`config.mk`:
```
export PLATFORM = sky130hd
export DESIGN_NAME = branch
export DESIGN_NICKNAME = d
export VERILOG_FILES = /design/src/source/cpu_pkg.sv /design/src/source/branch.sv
export SDC_FILE = /design/constraint.sdc
export NUM_CORES = 1
export LEC_CHECK = 0
export ABC_AREA = 1
export BUFFER_PORTS_ARGS = -buffer_cell sky130_fd_sc_hd__buf_2
export CORE_MARGIN = 1
export CORE_UTILIZATION = 44
export DETAILED_ROUTE_END_ITERATION = 8
export PLACE_DENSITY = 0.89
export SETUP_SLACK_MARGIN = 0.5
export SLEW_MARGIN = 20
export SYNTH_ARGS = -nofsm -noshare
export SYNTH_HDL_FRONTEND = slang
export SYNTH_SLANG_ARGS = --single-unit
```
`constraint.sdc`:
```
create_clock -name vclk -period 2.7
set_input_delay 0.54 -clock vclk [all_inputs]
set_output_delay 0.54 -clock vclk [all_outputs]
set_load 0.02 [all_outputs]
```
`src/source/cpu_pkg.sv`:
```
`default_nettype none

package cpu_pkg;

    localparam int word_w     = 32;
    localparam int reg_addr_w = 5;

    typedef logic [word_w-1:0]     word_t;
    typedef logic [31:0]           inst_t;
    typedef logic [reg_addr_w-1:0] reg_addr_t;
    typedef logic [6:0]            opcode_t;
    typedef logic [2:0]            funct3_t;
    typedef logic [6:0]            funct7_t;

    // major opcodes
    localparam opcode_t op_alu_r  = 7'b0110011;
    localparam opcode_t op_alu_i  = 7'b0010011;
    localparam opcode_t op_load   = 7'b0000011;
    localparam opcode_t op_store  = 7'b0100011;
    localparam opcode_t op_branch = 7'b1100011;
    localparam opcode_t op_jal    = 7'b1101111;
    localparam opcode_t op_jalr   = 7'b1100111;
    localparam opcode_t op_lui    = 7'b0110111;

    // alu functions
    localparam funct3_t f3_add  = 3'b000;
    localparam funct3_t f3_sll  = 3'b001;
    localparam funct3_t f3_slt  = 3'b010;
    localparam funct3_t f3_sltu = 3'b011;
    localparam funct3_t f3_xor  = 3'b100;
    localparam funct3_t f3_sr   = 3'b101;
    localparam funct3_t f3_or   = 3'b110;
    localparam funct3_t f3_and  = 3'b111;

    // branch conditions
    localparam funct3_t f3_beq  = 3'b000;
    localparam funct3_t f3_bne  = 3'b001;
    localparam funct3_t f3_blt  = 3'b100;
    localparam funct3_t f3_bge  = 3'b101;
    localparam funct3_t f3_bltu = 3'b110;
    localparam funct3_t f3_bgeu = 3'b111;

    // access sizes, stores share the low encodings
    localparam funct3_t f3_lb  = 3'b000;
    localparam funct3_t f3_lh  = 3'b001;
    localparam funct3_t f3_lw  = 3'b010;
    localparam funct3_t f3_lbu = 3'b100;
    localparam funct3_t f3_lhu = 3'b101;

    typedef enum logic [2:0] {
        st_fetch,
        st_fetch_wait,
        st_decode,
        st_execute,
        st_execute_wait,
        st_write
    } state_t;

endpackage

`default_nettype wire

```
`src/source/branch.sv`:
```
`default_nettype none

module branch (
    input  wire cpu_pkg::funct3_t funct3,
    input  wire cpu_pkg::word_t   a,
    input  wire cpu_pkg::word_t   b,
    output logic                  taken
);

    always_comb begin
        case (funct3)
            cpu_pkg::f3_beq:  taken = a == b;
            cpu_pkg::f3_bne:  taken = a != b;
            cpu_pkg::f3_blt:  taken = $signed(a) < $signed(b);
            cpu_pkg::f3_bge:  taken = $signed(a) >= $signed(b);
            cpu_pkg::f3_bltu: taken = a < b;
            cpu_pkg::f3_bgeu: taken = a >= b;
            // 010 and 011 are not branches
            default:          taken = 1'b0;
        endcase
    end

endmodule

`default_nettype wire

```
==> reports/results.md <==
| Group | Quantity | Value |
|:---|:---|:---|
| layout | Fin nets | 337 |
| global route | Total global routing overflow | 0 |
| power | Power Dens Cells | 149 nW/µm² |
| layout | Most common cell after layout, fill and taps aside | sky130_fd_sc_hd__buf_2 |
| power | Switching power total | 118 µW |
| synth | Number of warning messages in the yosys log | 0 |
| power | Sequential power share | 0% |
| hold path | Worst Hold Class | primary input to output pin |
| layout | Number of sequential storage elements | 0 |
| global route | Vias in the first global route | 1091 |
| worst setup path | Data required time of the critical path | 2.16 ns |
| worst setup path | Critical setup path kind | primary input to output pin |
| sta | Final hold violation count | 0 |
| route | Number of violations reported at the end of detailed-routing iteration 0 | 22 |
| floorplan | DIE AREA | 2410 µm² |
| global route | Maximum number of pins on one net before global-route repair | 6 |
| worst setup path | Setup crit start kind | primary input |
| global route | Total GRT Usage | 20.6% |
| synth | Dominant cell type by area after synthesis | sky130_fd_sc_hd__ha_1 |
| layout | Post-Layout Cell Count | 263 |
| cts | CTS hold repair buffers | 0 |
| sta | Worst Tran Pin Value | 0.194 ns |
| sta | Upper clock frequency limit | 0.387 GHz |
| route | Total DRC errors in the routed layout | 0 |
| synth | Number of instances in the synthesized netlist | 166 |
| worst setup path | Critical path arrival | 2.05 ns |
| sta | Final setup violation count | 0 |
| placement | Global placer's final weighted congestion | 0.745 |
| layout | Sequential cell area in the final layout | 0 µm² |
| floorplan | Width of the die | 49.1 µm |
| synth | Biggest area contributors in the synthesized netlist | sky130_fd_sc_hd__ha_1 41%, sky130_fd_sc_hd__inv_1 17%, sky130_fd_sc_hd__nand2_1 15%, sky130_fd_sc_hd__a21oi_1 7.2%, sky130_fd_sc_hd__nand3_1 4.6% |
| layout | Area added between synthesis and finish | 67.8% |
| layout | Antenna cells | 0 |
| synth | Sequential-to-total area share from yosys stat | 0% |
| sta | Worst max-slew margin expressed relative to the limit | 87.0% |
| floorplan | Die span in y | 49.1 µm |
| hold path | Hold path startpoint | funct3[1] |
| power | Leak pwr | 0.999 nW |
| floorplan | Initial Utilization | 48.2% |
| layout | Share of cells above drive strength 1 | 45.3% |
| placement | Detailed-placement wirelength estimate | 2.16 mm |
| placement | Count of placed standard cells including taps | 261 |
| sta | Minimum period implied by the final worst setup slack | 2.59 ns |
| layout | Layout clock buffer count | 0 |
| sta | Final-layout setup total negative slack | 0 ns |
| sta | Unrepaired setup endpoints after global routing | yes |
| flow run | Number of violations of the max-capacitance limit | 0 |
| placement | Port Buffer Count | 68 |
| global route | Initial antenna violation count | 0 |
| power | Worst voltage drop across the vdd grid | 0.000107 V |
| global route | Global-route wire length before repair | 4.13 mm |
| synth | Area fraction of the dominant cell type after synthesis | 41.1% |
| power | Power share of the combinational group | 100.0% |
| power | Proportion of power drawn by the clock network | 0% |
| route | First drt pass iteration count | 4 |
| synth | Total standard cell area after synthesis | 975 µm² |
| synth | Mapped Nets | 265 |
| hold path | Hold path endpoint | taken |
| power | Switching portion of total power | 48.3% |
| sta | Final number of max-transition violations | 0 |
| route | Aggregate routed wire length | 2.68 mm |
| layout | # fillers | 145 |
| synth | Count of different cell masters after synthesis | 15 |
| floorplan | Core Area | 2020 µm² |
| route | Routed via count divided by cell count | 4.76 |
| sta | Share of the clock period used by the worst path after layout | 95.8% |
| hold path | Worst hold stages | 5 |
| worst setup path | Top fanout value on the critical path | 4 |
| floorplan | Cell Rows | 16 |
| floorplan | Number of top-level pins | 68 |
| route | Antenna violation net count after detailed routing | 0 |
| synth | Mapped Avg Cell Area | 5.87 µm² |
| route | Average wire length per cell after detail routing | 10.2 µm |
| layout | Most frequent cells in the layout | 60 x sky130_fd_sc_hd__buf_2, 37 x sky130_fd_sc_hd__inv_1, 34 x sky130_fd_sc_hd__nand2_1, 22 x sky130_fd_sc_hd__ha_1 |
| worst setup path | Type of destination of the critical path | output pin |
| run status | Run status | finished, final reports clean |
| route | Vias | 1251 |
| power | Internal power consumption | 126 µW |
-- metrics by stage --
stage	cell area [µm²]	util [%]	power, mW	worst slack, ns	hold WS (ns)
after floorplan	1080	-	0.121	0.401	1.32
final	1640	80.9	0.244	0.113	1.50
after global placement	1450	71.8	0.193	0.0813	1.52
after global routing	1640	80.9	0.276	0.00998	1.54
after CTS	1510	74.5	0.213	0.107	1.50
after detailed placement	1450	71.8	0.201	0.0201	1.51
-- Yosys cell counts (all sizes together) --
master   n
nand3    9
a21oi   14
a21o     1
nand2   42
nor3b    1
inv     45
ha      32
nor2    12
nand4    2
o21a     2
nor3     3
o21ai    3
-- worst max path at each step --
stage               startpoint    end  slack (ns)  depth (start not counted)
floorplan                b[31]  taken        0.40                         13
global placement         b[31]  taken        0.08                         15
detailed placement       b[31]  taken        0.02                         15
CTS                      b[31]  taken        0.11                         15
global route              a[5]  taken        0.01                         15
finish                   b[22]  taken        0.11                         14
-- metal layers --
metal / GRT usage (%) / up-vias / wire, µm / part of all wire, %
li1: - / 665 / - / -
met1: 25.7 / 542 / 1140 / 42
met2: 40.4 / 44 / 1430 / 53
met3: 0.935 / 0 / 112 / 4.2
met4: 0 / 0 / 0 / 0
met5: 0 / - / 0 / 0
-- critical path, cell delays in order --
cell and delay, ns:
sky130_fd_sc_hd__buf_2 0.07, sky130_fd_sc_hd__inv_1 0.05, sky130_fd_sc_hd__ha_1 0.29, sky130_fd_sc_hd__nand2_2 0.08, sky130_fd_sc_hd__nor2_4 0.12, sky130_fd_sc_hd__nor3b_4 0.24, sky130_fd_sc_hd__nand2_2 0.11, sky130_fd_sc_hd__nand2_1 0.07
sky130_fd_sc_hd__o21ai_1 0.06, sky130_fd_sc_hd__inv_1 0.07, sky130_fd_sc_hd__nand2_2 0.05, sky130_fd_sc_hd__nor2_2 0.09, sky130_fd_sc_hd__nand3_2 0.07, sky130_fd_sc_hd__buf_6 0.13
-- cell families (layout without fill, tap and decap cells) --
logic type	Yosys count	count (layout)	synth area share (%)
AND/OR/NAND/NOR	69	69	30.6
buffers and inverters	45	115	17.3
adder cells (fa/ha/maj)	32	32	41.1
AO/OA/AOI/OAI	20	20	11.0
-- power by group through the flow --
stage	clock [mW]	sequential (mW)	combinational (mW)
floorplan	0	0	0.121
global placement	0	0	0.193
detailed placement	0	0	0.201
CTS	0	0	0.213
global route	0	0	0.276
finish	0	0	0.244
-- cell type report --
| type | count | area (µm²) | share of cell area (%) |
|---|---|---|---|
| tap | 27 | 33.8 | 2.07 |
| inverter | 45 | 189 | 11.6 |
| multi-input combinational | 121 | 1000 | 61.1 |
| timing repair buffer | 70 | 413 | 25.2 |
-- timing repair --
action                                  4_1_cts  5_1_grt
endpoints found under the setup margin        1        1
setup buffers                                 2        0
gates resized for setup                      11       26
hold endpoints to repair                      0        0
pin swaps                                    11       16
(Power assumes the default switching activity.)
