**config.mk**
```make
export PLATFORM = sky130hd
export DESIGN_NAME = decoder
export DESIGN_NICKNAME = d
export VERILOG_FILES = /design/src/source/cpu_pkg.sv /design/src/source/decoder.sv
export SDC_FILE = /design/constraint.sdc
export NUM_CORES = 1
export LEC_CHECK = 0
export BUFFER_PORTS_ARGS = -buffer_cell sky130_fd_sc_hd__buf_2
export CAP_MARGIN = 15
export CELL_PAD_IN_SITES_DETAIL_PLACEMENT = 1
export CELL_PAD_IN_SITES_GLOBAL_PLACEMENT = 1
export CORE_ASPECT_RATIO = 0.7
export CORE_MARGIN = 1.5
export CORE_UTILIZATION = 35
export DETAILED_ROUTE_END_ITERATION = 7
export PLACE_DENSITY_LB_ADDON = 0.05
export SYNTH_ARGS = -nofsm -noshare
export SYNTH_HDL_FRONTEND = slang
export SYNTH_SLANG_ARGS = --single-unit
```
**constraint.sdc**
```tcl
create_clock -name vclk -period 3.98
set_input_delay 0 -clock vclk [all_inputs]
set_output_delay 0 -clock vclk [all_outputs]
set_load 0.02 [all_outputs]
```
**src/source/cpu_pkg.sv**
```systemverilog
`default_nettype none

package cpu_pkg;

    localparam int word_w     = 32;
    localparam int reg_addr_w = 5;

    typedef logic [word_w-1:0]     word_t;
    typedef logic [31:0]           inst_t;
    typedef logic [reg_addr_w-1:0] reg_addr_t;
    typedef logic [6:0]            opcode_t;
    typedef logic [2:0]            funct3_t;
    typedef logic [6:0]            funct7_t;

    // major opcodes
    localparam opcode_t op_alu_r  = 7'b0110011;
    localparam opcode_t op_alu_i  = 7'b0010011;
    localparam opcode_t op_load   = 7'b0000011;
    localparam opcode_t op_store  = 7'b0100011;
    localparam opcode_t op_branch = 7'b1100011;
    localparam opcode_t op_jal    = 7'b1101111;
    localparam opcode_t op_jalr   = 7'b1100111;
    localparam opcode_t op_lui    = 7'b0110111;

    // alu functions
    localparam funct3_t f3_add  = 3'b000;
    localparam funct3_t f3_sll  = 3'b001;
    localparam funct3_t f3_slt  = 3'b010;
    localparam funct3_t f3_sltu = 3'b011;
    localparam funct3_t f3_xor  = 3'b100;
    localparam funct3_t f3_sr   = 3'b101;
    localparam funct3_t f3_or   = 3'b110;
    localparam funct3_t f3_and  = 3'b111;

    // branch conditions
    localparam funct3_t f3_beq  = 3'b000;
    localparam funct3_t f3_bne  = 3'b001;
    localparam funct3_t f3_blt  = 3'b100;
    localparam funct3_t f3_bge  = 3'b101;
    localparam funct3_t f3_bltu = 3'b110;
    localparam funct3_t f3_bgeu = 3'b111;

    // access sizes, stores share the low encodings
    localparam funct3_t f3_lb  = 3'b000;
    localparam funct3_t f3_lh  = 3'b001;
    localparam funct3_t f3_lw  = 3'b010;
    localparam funct3_t f3_lbu = 3'b100;
    localparam funct3_t f3_lhu = 3'b101;

    typedef enum logic [2:0] {
        st_fetch,
        st_fetch_wait,
        st_decode,
        st_execute,
        st_execute_wait,
        st_write
    } state_t;

endpackage

`default_nettype wire

```
**src/source/decoder.sv**
```systemverilog
`default_nettype none

module decoder (
    input  wire cpu_pkg::inst_t  inst,
    input  wire cpu_pkg::word_t  pc,
    input  wire cpu_pkg::word_t  rs1_data,
    input  wire cpu_pkg::word_t  rs2_data,
    output cpu_pkg::reg_addr_t   rs1_addr,
    output cpu_pkg::reg_addr_t   rs2_addr,
    output logic                 is_alu,
    output logic                 is_mem,
    output logic                 is_branch,
    output logic                 is_jump,
    output logic                 is_subst,
    output cpu_pkg::word_t       operand_a,
    output cpu_pkg::word_t       operand_b,
    output cpu_pkg::word_t       operand_c,
    output cpu_pkg::reg_addr_t   rd_addr,
    output cpu_pkg::opcode_t     opcode,
    output cpu_pkg::funct3_t     funct3,
    output cpu_pkg::funct7_t     funct7,
    output logic                 writes_rd
);

    cpu_pkg::word_t imm_i;
    cpu_pkg::word_t imm_s;
    cpu_pkg::word_t imm_b;
    cpu_pkg::word_t imm_u;
    cpu_pkg::word_t imm_j;
    logic           shift_i;

    assign opcode   = inst[6:0];
    assign rd_addr  = inst[11:7];
    assign funct3   = inst[14:12];
    assign rs1_addr = inst[19:15];
    assign rs2_addr = inst[24:20];

    assign imm_i = {{20{inst[31]}}, inst[31:20]};
    assign imm_s = {{20{inst[31]}}, inst[31:25], inst[11:7]};
    assign imm_b = {{19{inst[31]}}, inst[31], inst[7], inst[30:25], inst[11:8], 1'b0};
    assign imm_u = {inst[31:12], 12'b0};
    assign imm_j = {{11{inst[31]}}, inst[31], inst[19:12], inst[20], inst[30:21], 1'b0};

    assign is_alu    = opcode == cpu_pkg::op_alu_r || opcode == cpu_pkg::op_alu_i;
    assign is_mem    = opcode == cpu_pkg::op_load || opcode == cpu_pkg::op_store;
    assign is_branch = opcode == cpu_pkg::op_branch;
    assign is_jump   = opcode == cpu_pkg::op_jal || opcode == cpu_pkg::op_jalr;
    assign is_subst  = opcode == cpu_pkg::op_lui;

    // immediate alu ops only carry funct7 for shifts, elsewhere it is immediate bits
    assign shift_i = opcode == cpu_pkg::op_alu_i
                     && (funct3 == cpu_pkg::f3_sll || funct3 == cpu_pkg::f3_sr);
    assign funct7  = (opcode == cpu_pkg::op_alu_r || shift_i) ? inst[31:25] : '0;

    assign writes_rd = (is_alu || is_jump || is_subst || opcode == cpu_pkg::op_load)
                       && rd_addr != '0;

    always_comb begin
        operand_a = rs1_data;
        operand_b = rs2_data;
        operand_c = rs2_data;
        case (opcode)
            cpu_pkg::op_alu_i: operand_b = imm_i;
            cpu_pkg::op_load: begin
                operand_a = rs1_data + imm_i;
                operand_b = imm_i;
            end
            cpu_pkg::op_store: begin
                operand_a = rs1_data + imm_s;
                operand_b = imm_s;
            end
            cpu_pkg::op_branch: operand_c = pc + imm_b;
            cpu_pkg::op_jal:    operand_c = pc + imm_j;
            cpu_pkg::op_jalr:   operand_c = (rs1_data + imm_i) & ~32'd1;
            cpu_pkg::op_lui:    operand_c = imm_u;
            default: ;
        endcase
    end

endmodule

`default_nettype wire

```
==> results.json, run 1 <==
{
  "yosysTopAreaCellShare_pct": 13.2,
  "portBuffers": 262,
  "grt_max_degree": 41,
  "drt-pass1-iter-count": 8,
  "drc": 8,
  "drive_gt1_share_pct": 30.1,
  "core_area_um2": 18200,
  "antenna_found_initial": 1,
  "cts_setup_buffers": 0,
  "period_needed_ns": 3.69,
  "status": "complete, but fails checks",
  "yosysTopAreaCell": "ha_1",
  "critPathKind": "primary input to primary output",
  "synth_cell_type_count": 79,
  "required_ns": 3.98,
  "ant_nets": 0,
  "cts_hold_buf": 0,
  "ys_seq_area_share_pct": 0,
  "crit_path_start_kind": "primary input",
  "final_cell_mix": "262 x buf_2, 102 x nand2_1, 73 x nor2_1, 71 x a21oi_1, 69 x ha_1",
  "slew_headroom_pct": 44.9,
  "seqCellArea_um2": 0,
  "hold_path.class": "primary input to primary output",
  "areaGrowthSynthToFinish_pct": 18.0,
  "die_h_um": 118,
  "yosys-top-cells-area": "ha_1 13%, nand2_1 5.8%, xnor2_1 5.6%",
  "cp-startpoint": "inst[1]",
  "sequential_cell_total": 0,
  "slew_viol_final": 0,
  "wirelength_mm": 32.4,
  "routabilityCongestion": 0.960,
  "wl_per_cell_um": 23.4,
  "final_common_cell": "buf_2",
  "drtIter0Drc": 576,
  "clock_buffers": 0,
  "drv_cap": 0,
  "fmax_mhz": 271,
  "syn-cell-area_um2": 6560,
  "grt_usage_pct": 31.5,
  "synthCells": 956,
  "first_global_vias": 8005,
  "setup_tns_ns": 0,
  "start_util_pct": 36.0,
  "tightest_slew_ns": 0.824,
  "dp_hpwl_mm": 27.1,
  "rsz0062_at_grt": "false",
  "grt_overflow": 0,
  "vias": 8352,
  "crit_arrival_ns": 3.69,
  "syn-num-nets": 1156,
  "end_kind": "primary output",
  "grt_pass1_wl_mm": 48.3,
  "nNetsFinal": 1343,
  "hold_viol_final": 0,
  "rows": 41,
  "endpoint": "operand_c[31]",
  "fin_crit_sh_pct": 92.8,
  "ys_warn_count": 0,
  "dieWidth_um": 167,
  "setup_viol": 0,
  "die_area_um2": 19600,
  "crit_fanout": 8,
  "syn_area_per_cell_um2": 6.86,
  "io_pins": 262,
  "violations": "DRC",
  "via_per_inst": 6.05
}
==> cell families (layout without fill, tap and decap cells) <==
kind of cell               Yosys count  in the layout  synth area share (%)
and+or+nand+nor                    281            281                  20.9
adders and majority gates           72             72                  14.1
AOI/OAI and AO/OA                  392            392                  41.7
xor gates and xnor gates            78             78                  10.4
buffers and inverters              113            298                  9.61
other                                0              3                     0
muxes                               20             20                  3.36
==> cells in the mapped netlist (all sizes together), types with 12 or more instances <==
| cell type | n |
|---|---|
| a222oi | 14 |
| inv | 24 |
| nand4 | 18 |
| a221o | 13 |
| ha | 69 |
| a22oi | 15 |
| buf | 68 |
| nor2 | 74 |
| a21o | 46 |
| o21a | 12 |
| xnor2 | 42 |
| a31oi | 13 |
| xor2 | 36 |
| nand2 | 103 |
| nand3 | 22 |
| a21oi | 85 |
| clkbuf | 21 |
| nor3 | 12 |
| nand2b | 13 |
| mux2 | 16 |
| o21ai | 98 |
==> timing repair <==
item,4_1_cts,5_1_grt
resized for setup,0,2
endpoints found under the setup margin,0,5
hold endpoints to repair,0,0
==> stage by stage <==
stage	worst slack, ns	instance area (um^2)	std cells	hold WS (ns)	utilization, %
6_report	0.286	7750	1380	0.236	42.5
5_1_grt	0.0315	7740	1378	0.240	42.5
4_1_cts	0.190	7730	1377	0.237	42.4
3_5_place_dp	0.195	7730	1377	0.237	42.4
3_3_place_gp	0.345	7730	1377	0.233	42.4
2_1_floorplan	0.492	6560	956	0.0927	-
==> worst min-delay path by stage <==
stage / start / endpoint / cells after the start
floorplan: inst[2] / is_branch / 1
global placement: inst[1] / opcode[1] / 2
detailed placement: inst[0] / opcode[0] / 2
CTS: inst[0] / opcode[0] / 2
global route: inst[0] / opcode[0] / 2
finish: inst[1] / opcode[1] / 2
==> critical path, stage by stage <==
cell	delay [ns]
buf_2	0.08
nand2_1	0.14
nor3_2	0.27
and2_1	0.18
nand2_1	0.21
o21ai_0	0.27
ha_1	0.21
inv_1	0.05
fa_1	0.41
nor2b_1	0.22
o31a_4	0.18
o21ai_2	0.08
a2111oi_2	0.37
o311a_1	0.28
o21ai_2	0.09
o21ai_2	0.21
xnor2_1	0.10
o22ai_1	0.14
buf_2	0.20
==> per-layer routing <==
layer,global-route usage [%],up-vias,wire [um]
li1,-,3958,-
met1,46.8,4056,15900
met5,0,-,0
met2,49.7,313,13700
met3,3.50,25,2200
met4,3.98,0,490
==> layout make-up <==
class / count / area, um^2
Multi-Input combinational cell: 843 / 5950
Timing Repair Buffer: 274 / 1400
Tap cell: 236 / 295
Fill cell: 2488 / 10500
Antenna cell: 3 / 7.51
Inverter: 24 / 90.1
==> inputs of run 2 (changes only) <==
RECOVER_POWER = 50   (was default)
==> run 2 against run 1 <==
  * First-iteration DRC count grew 2.1%
  * Count of clock-buffer cells in the layout is the same
  * Non-clock buffer count is the same
  * Largest cell class unchanged
  * The flow finishes with violations (DRC, capacitance limit, slew limit)
  * Via count is essentially flat
  * Highest routed layer unchanged
==> results.json, run 2 (synthesis results as in run 1) <==
{
  "top_usage_layer": "met2",
  "final_common_cell": "buf_2",
  "io_pins": 262,
  "first_global_vias": 8005,
  "gr-usage-met2_pct": 49.7,
  "nNetsFinal": 1343,
  "portBuffers": 262,
  "path_cells": "buf_2, clkbuf_1, nand3_1, nor4_1, buf_4, nor3_2, buf_4, a222oi_1, o21ai_0, buf_2",
  "fill_cells": 2519,
  "violations": "DRC, capacitance limit, slew limit",
  "crit_fanout": 33,
  "drt-pass1-iter-count": 8,
  "antenna_found_initial": 1,
  "ant_nets": 0,
  "sequential_cell_total": 0,
  "wirelength_mm": 32.3,
  "grt_util_met3_pct": 3.50,
  "utilization_pct": 42.0,
  "dp_slack_ns": 0.195,
  "slowest_stage": "clkbuf_1",
  "grt_max_degree": 41,
  "rsz0062_at_grt": "false",
  "routabilityCongestion": 0.960,
  "wl_per_cell_um": 23.4,
  "dp_hpwl_mm": 27.1,
  "rows": 41,
  "period_needed_ns": 3.79,
  "areaGrowthSynthToFinish_pct": 16.6,
  "fin_crit_sh_pct": 95.3,
  "crit_path_start_kind": "primary input",
  "grt_usage_pct": 31.5,
  "hold_path.startpoint": "inst[1]",
  "worst_hold_slack_ns": 0.262,
  "cpPeakStageDelay_ns": 1.40,
  "seqCellArea_um2": 0,
  "multiInputGateArea_um2": 5950,
  "die_area_um2": 19600,
  "drc": 10,
  "critPathKind": "primary input to primary output",
  "drv_cap": 1,
  "status": "complete, but fails checks",
  "die_h_um": 118,
  "tightest_slew_ns": 1.96,
  "via_per_inst": 6.05,
  "grt_pass1_wl_mm": 48.3,
  "setup_viol": 0,
  "crit_arrival_ns": 3.79,
  "start_util_pct": 36.0,
  "grt_overflow": 0,
  "drtIter0Drc": 588,
  "grtUsageMet1_pct": 46.8,
  "cp-startpoint": "inst[5]",
  "final_cell_mix": "209 x buf_2, 102 x nand2_1, 73 x nor2_1, 71 x a21oi_1, 69 x ha_1",
  "hold_viol_final": 0,
  "setup_ws_ns": 0.188,
  "clock_buffers": 0,
  "required_ns": 3.98,
  "slew_viol_final": 34,
  "core_area_um2": 18200,
  "hold_path.class": "primary input to primary output",
  "cts_setup_buffers": 0,
  "slew_headroom_pct": -30.5,
  "vias": 8347,
  "cts_hold_buf": 0,
  "dieWidth_um": 167,
  "setup_tns_ns": 0,
  "drive_gt1_share_pct": 24.9,
  "end_kind": "primary output",
  "fmax_mhz": 264
}
-- run 2: cell type report --
class,count,share of cell area [%]
Multi-Input combinational cell,843,77.7
Timing Repair Buffer,274,17.2
Antenna cell,2,0.0654
Tap cell,236,3.86
Inverter,24,1.18
-- run 2: per-layer routing --
metal | vias to the layer above | wire length [um]
met2 | 324 | 13800
met5 | - | 0
li1 | 3956 | -
met4 | 0 | 513
met1 | 4040 | 15800
met3 | 27 | 2210
-- run 2: repair_timing --
item | 4_1_cts | 5_1_grt
hold endpoints to repair | 0 | 0
resized for setup | 0 | 2
setup endpoints to repair | 0 | 5
-- run 2: final timing paths --
check | cells after the start | end | slack (ns)
min | 2 | opcode[1] | 0.26
max | 10 | operand_c[20] | 0.19
-- run 2: critical path: cells and delay by family --
kind            cells  cell delay [ns]
compound gates      2             0.71
buf+inv             5             2.33
simple gates        3             0.73
-- run 2: through the flow --
step,instance area (um^2),std cells
2_1_floorplan,6560,956
3_3_place_gp,7730,1377
3_5_place_dp,7730,1377
4_1_cts,7730,1377
5_1_grt,7650,1378
6_report,7650,1379
