**config.mk**
```make
export PLATFORM = sky130hd
export DESIGN_NAME = fetcher
export DESIGN_NICKNAME = d
export VERILOG_FILES = /design/src/source/cpu_pkg.sv /design/src/source/fetcher.sv
export SDC_FILE = /design/constraint.sdc
export NUM_CORES = 1
export LEC_CHECK = 0
export ABC_AREA = 1
export BUFFER_PORTS_ARGS = -buffer_cell sky130_fd_sc_hd__buf_2
export CAP_MARGIN = 20
export CORE_ASPECT_RATIO = 0.6
export CORE_MARGIN = 2
export CORE_UTILIZATION = 30
export CTS_CLUSTER_DIAMETER = 80
export CTS_CLUSTER_SIZE = 8
export DETAILED_ROUTE_END_ITERATION = 10
export PLACE_DENSITY = 0.74
export SYNTH_ARGS = -nofsm -noshare
export SYNTH_HDL_FRONTEND = slang
export SYNTH_SLANG_ARGS = --single-unit
```
**constraint.sdc**
```tcl
create_clock -name clk -period 0.8 [get_ports clk]
set_input_delay 0.12 -clock clk [delete_from_list [all_inputs] [get_ports clk]]
set_output_delay 0.12 -clock clk [all_outputs]
set_load 0.005 [all_outputs]
```
**src/source/cpu_pkg.sv**
```systemverilog
`default_nettype none

package cpu_pkg;

    localparam int word_w     = 32;
    localparam int reg_addr_w = 5;

    typedef logic [word_w-1:0]     word_t;
    typedef logic [31:0]           inst_t;
    typedef logic [reg_addr_w-1:0] reg_addr_t;
    typedef logic [6:0]            opcode_t;
    typedef logic [2:0]            funct3_t;
    typedef logic [6:0]            funct7_t;

    // major opcodes
    localparam opcode_t op_alu_r  = 7'b0110011;
    localparam opcode_t op_alu_i  = 7'b0010011;
    localparam opcode_t op_load   = 7'b0000011;
    localparam opcode_t op_store  = 7'b0100011;
    localparam opcode_t op_branch = 7'b1100011;
    localparam opcode_t op_jal    = 7'b1101111;
    localparam opcode_t op_jalr   = 7'b1100111;
    localparam opcode_t op_lui    = 7'b0110111;

    // alu functions
    localparam funct3_t f3_add  = 3'b000;
    localparam funct3_t f3_sll  = 3'b001;
    localparam funct3_t f3_slt  = 3'b010;
    localparam funct3_t f3_sltu = 3'b011;
    localparam funct3_t f3_xor  = 3'b100;
    localparam funct3_t f3_sr   = 3'b101;
    localparam funct3_t f3_or   = 3'b110;
    localparam funct3_t f3_and  = 3'b111;

    // branch conditions
    localparam funct3_t f3_beq  = 3'b000;
    localparam funct3_t f3_bne  = 3'b001;
    localparam funct3_t f3_blt  = 3'b100;
    localparam funct3_t f3_bge  = 3'b101;
    localparam funct3_t f3_bltu = 3'b110;
    localparam funct3_t f3_bgeu = 3'b111;

    // access sizes, stores share the low encodings
    localparam funct3_t f3_lb  = 3'b000;
    localparam funct3_t f3_lh  = 3'b001;
    localparam funct3_t f3_lw  = 3'b010;
    localparam funct3_t f3_lbu = 3'b100;
    localparam funct3_t f3_lhu = 3'b101;

    typedef enum logic [2:0] {
        st_fetch,
        st_fetch_wait,
        st_decode,
        st_execute,
        st_execute_wait,
        st_write
    } state_t;

endpackage

`default_nettype wire

```
**src/source/fetcher.sv**
```systemverilog
`default_nettype none

module fetcher (
    input  wire                 clk,
    input  wire                 rstn,
    input  wire                 fetch_order,
    input  wire cpu_pkg::word_t pc,
    input  wire                 imem_ack,
    input  wire cpu_pkg::inst_t imem_data,
    output logic                imem_req,
    output cpu_pkg::word_t      imem_addr,
    output logic                fetched,
    output cpu_pkg::inst_t      inst
);

    logic busy;

    always_ff @(posedge clk) begin
        if (!rstn) begin
            imem_req <= 1'b0;
            busy     <= 1'b0;
        end else begin
            // one-cycle request per order
            imem_req <= fetch_order;
            if (fetch_order) begin
                busy <= 1'b1;
            end else if (imem_ack) begin
                busy <= 1'b0;
            end
        end
    end

    // address held until the next order
    always_ff @(posedge clk) begin
        if (fetch_order) begin
            imem_addr <= pc;
        end
    end

    assign fetched = imem_ack && busy;
    assign inst    = imem_data;

    ack_pending: assert property (@(posedge clk) disable iff (!rstn) imem_ack |-> busy);
    order_idle: assert property (@(posedge clk) disable iff (!rstn) fetch_order |-> !busy);

endmodule

`default_nettype wire

```
==> impl_metrics.csv, run 1 <==
group,metric,value,unit
sta,worst_pin_slew,0.107,ns
worst_hold_path,hp-class,"in2reg",
global_route,grt.total_usage,9.34,%
sta,rsz0062_at_grt,"yes",
global_route,grt_pass1_wl,2990,um
floorplan,initial_core_util,31.1,%
drt,vias_per_cell,3.94,
floorplan,core-area,4080,um2
floorplan,die_w,88.0,um
sta,tns,-2.65,ns
sta,fmax,1.10,GHz
clock_network,ctsHoldBuffers,0,
finish,syn_to_final_growth,23.2,%
drt,first_pass_iters,2,
floorplan,ioPinCount,134,
synthesis,syn_nets,141,
clock_network,cts_max_level,2,
worst_setup_path,max_stage_delay,0.38,ns
pwr,pwr-share-clk,31.0,%
worst_setup_path,crit_family,"flip-flops",
sta,slew_headroom,92.9,%
pwr,p_sw,0.677,mW
synthesis,ys_warn_count,0,
floorplan,rows,18,
synthesis,ys_ff_latch,34,
pwr,fin_total_pwr,3.51,mW
clock_network,clockBufferDepth,2,
drt,dr.first_iter.drc_count,1,
clock_network,cts_root_buffer,"clkbuf_8",
pwr,intPower,2.83,mW
sta,slew_viol_final,0,
pwr,powerDensity,2240,nW/um2
drt,drc,0,
pwr,combPwrFrac,8.3,%
pwr,p_sw_share,19.3,%
synthesis,syn_avg_cell_area,17.4,um2
worst_setup_path,critPathArrivalTime,0.79,ns
clock_network,clock-sinks,34,
drt,routed_wirelength,2270,um
sta,skew,0,ns
worst_setup_path,cp-start-kind,"flip-flop",
clock_network,cts_resized,1,
drt,dr_total_vias,701,
clock_network,path_clk_slew,0.06,ns
global_route,grt_pass1_vias,634,
synthesis,syn_area,1270,um2
global_route,grt_max_degree,19,
place,io_buffer_count,69,
pwr,seqPwrFrac,60.8,%
sta,post-route-worst-setup-slack,-0.108,ns
sta,period_needed,0.908,ns
place,pre_cts_ws,0.0640,ns
sta,setup_violations,34,
pwr,peakVddDrop,0.955,mV
outcome,status,"finished, violations left",
sta,fin_hold_ws,0.0178,ns
global_route,overflow,0,
worst_setup_path,cp_slowest_cell,"edfxtp_1",
place,placedInstanceArea,1490,um2
floorplan,die-area,4780,um2
sta,post-route-period-util,114,%
finish,nets,187,
outcome,violations,"negative setup slack",
finish,drive_above_1_share,65.3,%
clock_network,cts_buffers,5,
sta,hold_viol,0,
worst_setup_path,critical_path.cell_chain,"buf_2",
place,dp_hpwl,1800,um
clock_network,insertion_delay,0.27,ns
synthesis,synth_cell_types,6,
worst_setup_path,cp.required,0.68,ns
global_route,antenna_found_initial,0,
clock_network,cts_tree,"yes",
place,gp_congestion,0.685,
worst_setup_path,cp_max_fo,1,
worst_setup_path,cp-end-kind,"primary output",
drt,ant_nets,0,
job,drv_cap,0,
synthesis,synthCells,73,
drt,routedWlPerCell,12.8,um
pwr,p_leak,0.692,nW
finish,n_antenna_cell,0,
synthesis,yosysSeqAreaShare,78.9,%
floorplan,fp.dieH,54.4,um
clock_network,cts_setup_buffers,0,
worst_setup_path,critPathKind,"reg2out",
worst_setup_path,critPathBufInv,1,
finish,design_area,1560,um2
[per-layer routing]
metal / vias up / routed length (um) / track usage, % / part of all wire (%)
met5: - / 0 / 0 / 0
li1: 306 / - / - / -
met2: 70 / 1000 / 11.1 / 44
met3: 3 / 387 / 10.1 / 17
met1: 322 / 865 / 10.0 / 38
met4: 0 / 17 / 4.62 / 0.75
[path summary, 6_finish.rpt]
path / start / to / slack [ns] / depth (start not counted)
hold reg to reg: busy$_SDFFE_PN0P_ / busy$_SDFFE_PN0P_ / 0.47 / 2
setup reg to reg: busy$_SDFFE_PN0P_ / busy$_SDFFE_PN0P_ / 0.26 / 2
setup / recovery: imem_addr[11]$_DFFE_PP_ / imem_addr[11] / -0.11 / 1
hold / removal: pc[26] / imem_addr[26]$_DFFE_PP_ / 0.02 / 1
[cells in the final DEF, fill, tap and decap left out, drive strengths merged]
master	instances
buf	71
clkbuf	5
clkinv	1
dfxtp	2
edfxtp	32
inv	3
nand2	3
nand3	1
[through the flow]
step	util, %	instances
after floorplan	-	73
after global placement	36.5	172
after detailed placement	36.5	172
after CTS	38.3	178
after global routing	38.3	178
final	38.3	178
[synth_stat cells]
master / n / area [um2]
edfxtp_1: 32 / 961
dfxtp_1: 2 / 40.0
buf_4: 32 / 240
nand2_1: 3 / 11.3
nand3_1: 1 / 5.00
inv_1: 3 / 11.3
[layout make-up]
type	instances	area, um2
Timing Repair Buffer	71	385
Multi-Input combinational cell	4	16.3
Clock buffer	5	68.8
Fill cell	398	2510
Clock inverter	1	3.75
Tap cell	60	75.1
Sequential cell	34	1000
Inverter	3	11.3
[state kept, by name, indices dropped and copies added (netlist names)]
| name | cells |
|---|---|
| imem_req | 1 |
| busy | 1 |
| imem_addr | 32 |
[power groups by stage]
stage	Clock, mW	Combinational, mW	Sequential, mW
floorplan	0	0.137	2.19
global placement	0	0.290	2.17
detailed placement	0	0.297	2.17
CTS	1.15	0.297	2.13
global route	1.20	0.324	2.14
finish	1.09	0.290	2.13
[kinds of logic after synthesis]
group                  synth area share, %
DFF                                   78.9
and+or+nand+nor                       1.28
buffers and inverters                 19.8
Power figures use the tool's default switching activity.
==> run 2: changes to the inputs <==
--- a/config.mk
+++ b/config.mk
@@ -14,7 +14,9 @@
 export CTS_CLUSTER_DIAMETER = 80
 export CTS_CLUSTER_SIZE = 8
 export DETAILED_ROUTE_END_ITERATION = 10
+export MAX_ROUTING_LAYER = met4
 export PLACE_DENSITY = 0.74
+export REMOVE_ABC_BUFFERS = 1
 export SYNTH_ARGS = -nofsm -noshare
 export SYNTH_HDL_FRONTEND = slang
 export SYNTH_SLANG_ARGS = --single-unit
==> run 2 against run 1 <==
  * The run still ends with negative setup slack left
  * Global-route usage is 5.4 points higher
  * Utilization is 2.5 points higher
  * Sequential share of layout area is 3.9 points lower
  * Via count is 7.4% higher
  * First-iteration DRC count grew to 18 times the previous value
==> impl_metrics.csv, run 2 (same netlist as run 1, synthesis figures left out) <==
group,metric,value,unit
finish,largest_register_ffs,32,
worst_setup_path,critPathKind,"reg2out",
worst_setup_path,max_stage_delay,0.38,ns
worst_setup_path,critPathBufInv,1,
clock_network,path_clk_slew,0.07,ns
global_route,grt_pass1_vias,706,
finish,syn_to_final_growth,31.2,%
worst_setup_path,worst-path-stages,1,
place,placedInstanceArea,1490,um2
clock_network,cts_root_buffer,"clkbuf_8",
worst_setup_path,crit_family,"flip-flops",
finish,layout_common_cells,"buf_2, edfxtp_1, dlygate4sd3_1",
worst_setup_path,regToRegSetupSlack,0.26,ns
worst_setup_path,critical_path.cell_chain,"buf_2",
sta,period_needed,0.919,ns
worst_setup_path,startpoint,"imem_addr[25]$_DFFE_PP_",
place,gp_congestion,0.658,
worst_setup_path,r2r_cells,2,
clock_network,clock-sinks,34,
sta,worst_pin_slew,0.108,ns
sta,hold_viol,0,
global_route,grt_max_degree,20,
clock_network,insertion_delay,0.27,ns
clock_network,cts_tree,"yes",
floorplan,core-area,4080,um2
finish,top_register,"imem_addr",
finish,layout_commonest_cell,"buf_2",
worst_setup_path,critPathArrivalTime,0.80,ns
worst_hold_path,hp-class,"in2reg",
clock_network,clockBufferDepth,2,
drt,drc,0,
sta,slew_viol_final,0,
floorplan,initial_core_util,31.1,%
place,dp_hpwl,2580,um
place,pre_cts_ws,0.0608,ns
drt,ant_nets,0,
finish,n_antenna_cell,0,
finish,design_area,1660,um2
finish,drive_above_1_share,61.2,%
sta,skew,0,ns
job,drv_cap,0,
global_route,grt.total_usage,14.7,%
floorplan,fp.dieH,54.4,um
sta,slew_headroom,92.8,%
clock_network,cts_setup_buffers,0,
finish,reg_top3,"imem_addr: 32 flops, busy: 1 flops, imem_req: 1 flops",
worst_setup_path,cp_slowest_cell,"edfxtp_1",
drt,first_pass_iters,4,
worst_setup_path,worstReg2RegStart,"busy$_SDFFE_PN0P_",
outcome,violations,"negative setup slack",
worst_setup_path,cp-start-kind,"flip-flop",
floorplan,die_w,88.0,um
sta,fmax,1.09,GHz
global_route,overflow,0,
drt,vias_per_cell,3.98,
global_route,grt_pass1_wl,4220,um
clock_network,cts_max_level,2,
drt,dr_total_vias,753,
floorplan,die-area,4780,um2
pwr,peakVddDrop,0.656,mV
sta,post-route-period-util,115,%
drt,routed_wirelength,3300,um
sta,setup_violations,34,
pwr,p_leak,0.735,nW
worst_setup_path,cp-end-kind,"primary output",
pwr,powerDensity,2170,nW/um2
floorplan,rows,18,
drt,dr.first_iter.drc_count,18,
worst_setup_path,cp.required,0.68,ns
finish,nets,196,
pwr,fin_total_pwr,3.62,mW
place,io_buffer_count,69,
outcome,status,"finished, violations left",
worst_setup_path,reg2reg_to,"busy$_SDFFE_PN0P_",
sta,rsz0062_at_grt,"yes",
drt,routedWlPerCell,17.4,um
worst_setup_path,cp_max_fo,1,
global_route,antenna_found_initial,0,
clock_network,cts_buffers,5,
sta,post-route-worst-setup-slack,-0.119,ns
floorplan,ioPinCount,134,
worst_setup_path,critical_path.endpoint,"imem_addr[25]",
[run 2: cell count changes in the layout (fill, tap and decap cells not counted)]
cell | previous run | this run
nand2_2 | 0 | 1
clkbuf_1 | 0 | 1
nand2_1 | 3 | 2
clkinv_2 | 0 | 1
dlygate4sd3_1 | 0 | 9
[run 2: how the worst min path moves through the flow]
stage            startpoint  slack [ns]                       to  depth (start not counted)
6_report             pc[29]        0.02  imem_addr[29]$_DFFE_PP_                          1
3_5_place_dp   imem_data[0]        0.24                  inst[0]                          0
5_1_grt              pc[29]      0.0004  imem_addr[29]$_DFFE_PP_                          1
3_3_place_gp   imem_data[0]        0.24                  inst[0]                          0
2_1_floorplan         pc[0]        0.22   imem_addr[0]$_DFFE_PP_                          0
4_1_cts               pc[4]       0.002   imem_addr[4]$_DFFE_PP_                          1
[run 2: what timing repair did]
item | CTS | global route
gates resized for setup | 1 | 1
hold endpoints to repair | 0 | 9
endpoints found under the setup margin | 34 | 34
hold buffers | 0 | 9
[run 2: area by class of cell]
type	count	area, um2
Sequential cell	34	1000
Tap cell	60	75.1
Inverter	3	11.3
Fill cell	402	2410
Clock inverter	2	8.76
Clock buffer	6	72.6
Multi-Input combinational cell	4	18.8
Timing Repair Buffer	80	475
[run 2: metrics by stage]
| step | cells | hold WS, ns | setup TNS [ns] | util [%] |
|---|---|---|---|---|
| detailed placement | 172 | 0.240 | 0 | 36.5 |
| CTS | 180 | 0.00157 | -3.58 | 38.6 |
| global route | 189 | 0.000435 | -4.53 | 40.8 |
| finish | 189 | 0.0155 | -2.90 | 40.8 |
| global placement | 172 | 0.240 | 0 | 36.5 |
| floorplan | 41 | 0.219 | 0 | - |
[run 2: report_power, final]
group	internal [mW]	switching (mW)	leakage, nW
clock	0.597	0.561	0.0426
combinational	0.194	0.134	0.362
sequential	2.10	0.0330	0.330
[run 2: per-layer routing]
layer  GRT usage, %  vias to the layer above  share of wire, %  wire length [um]
met2           14.6                       79                37              1210
met5              -                        -                 0                 0
met3           18.4                        5                23               743
met4           4.62                        0              0.97                32
met1           16.1                      343                40              1310
li1               -                      326                 -                 -
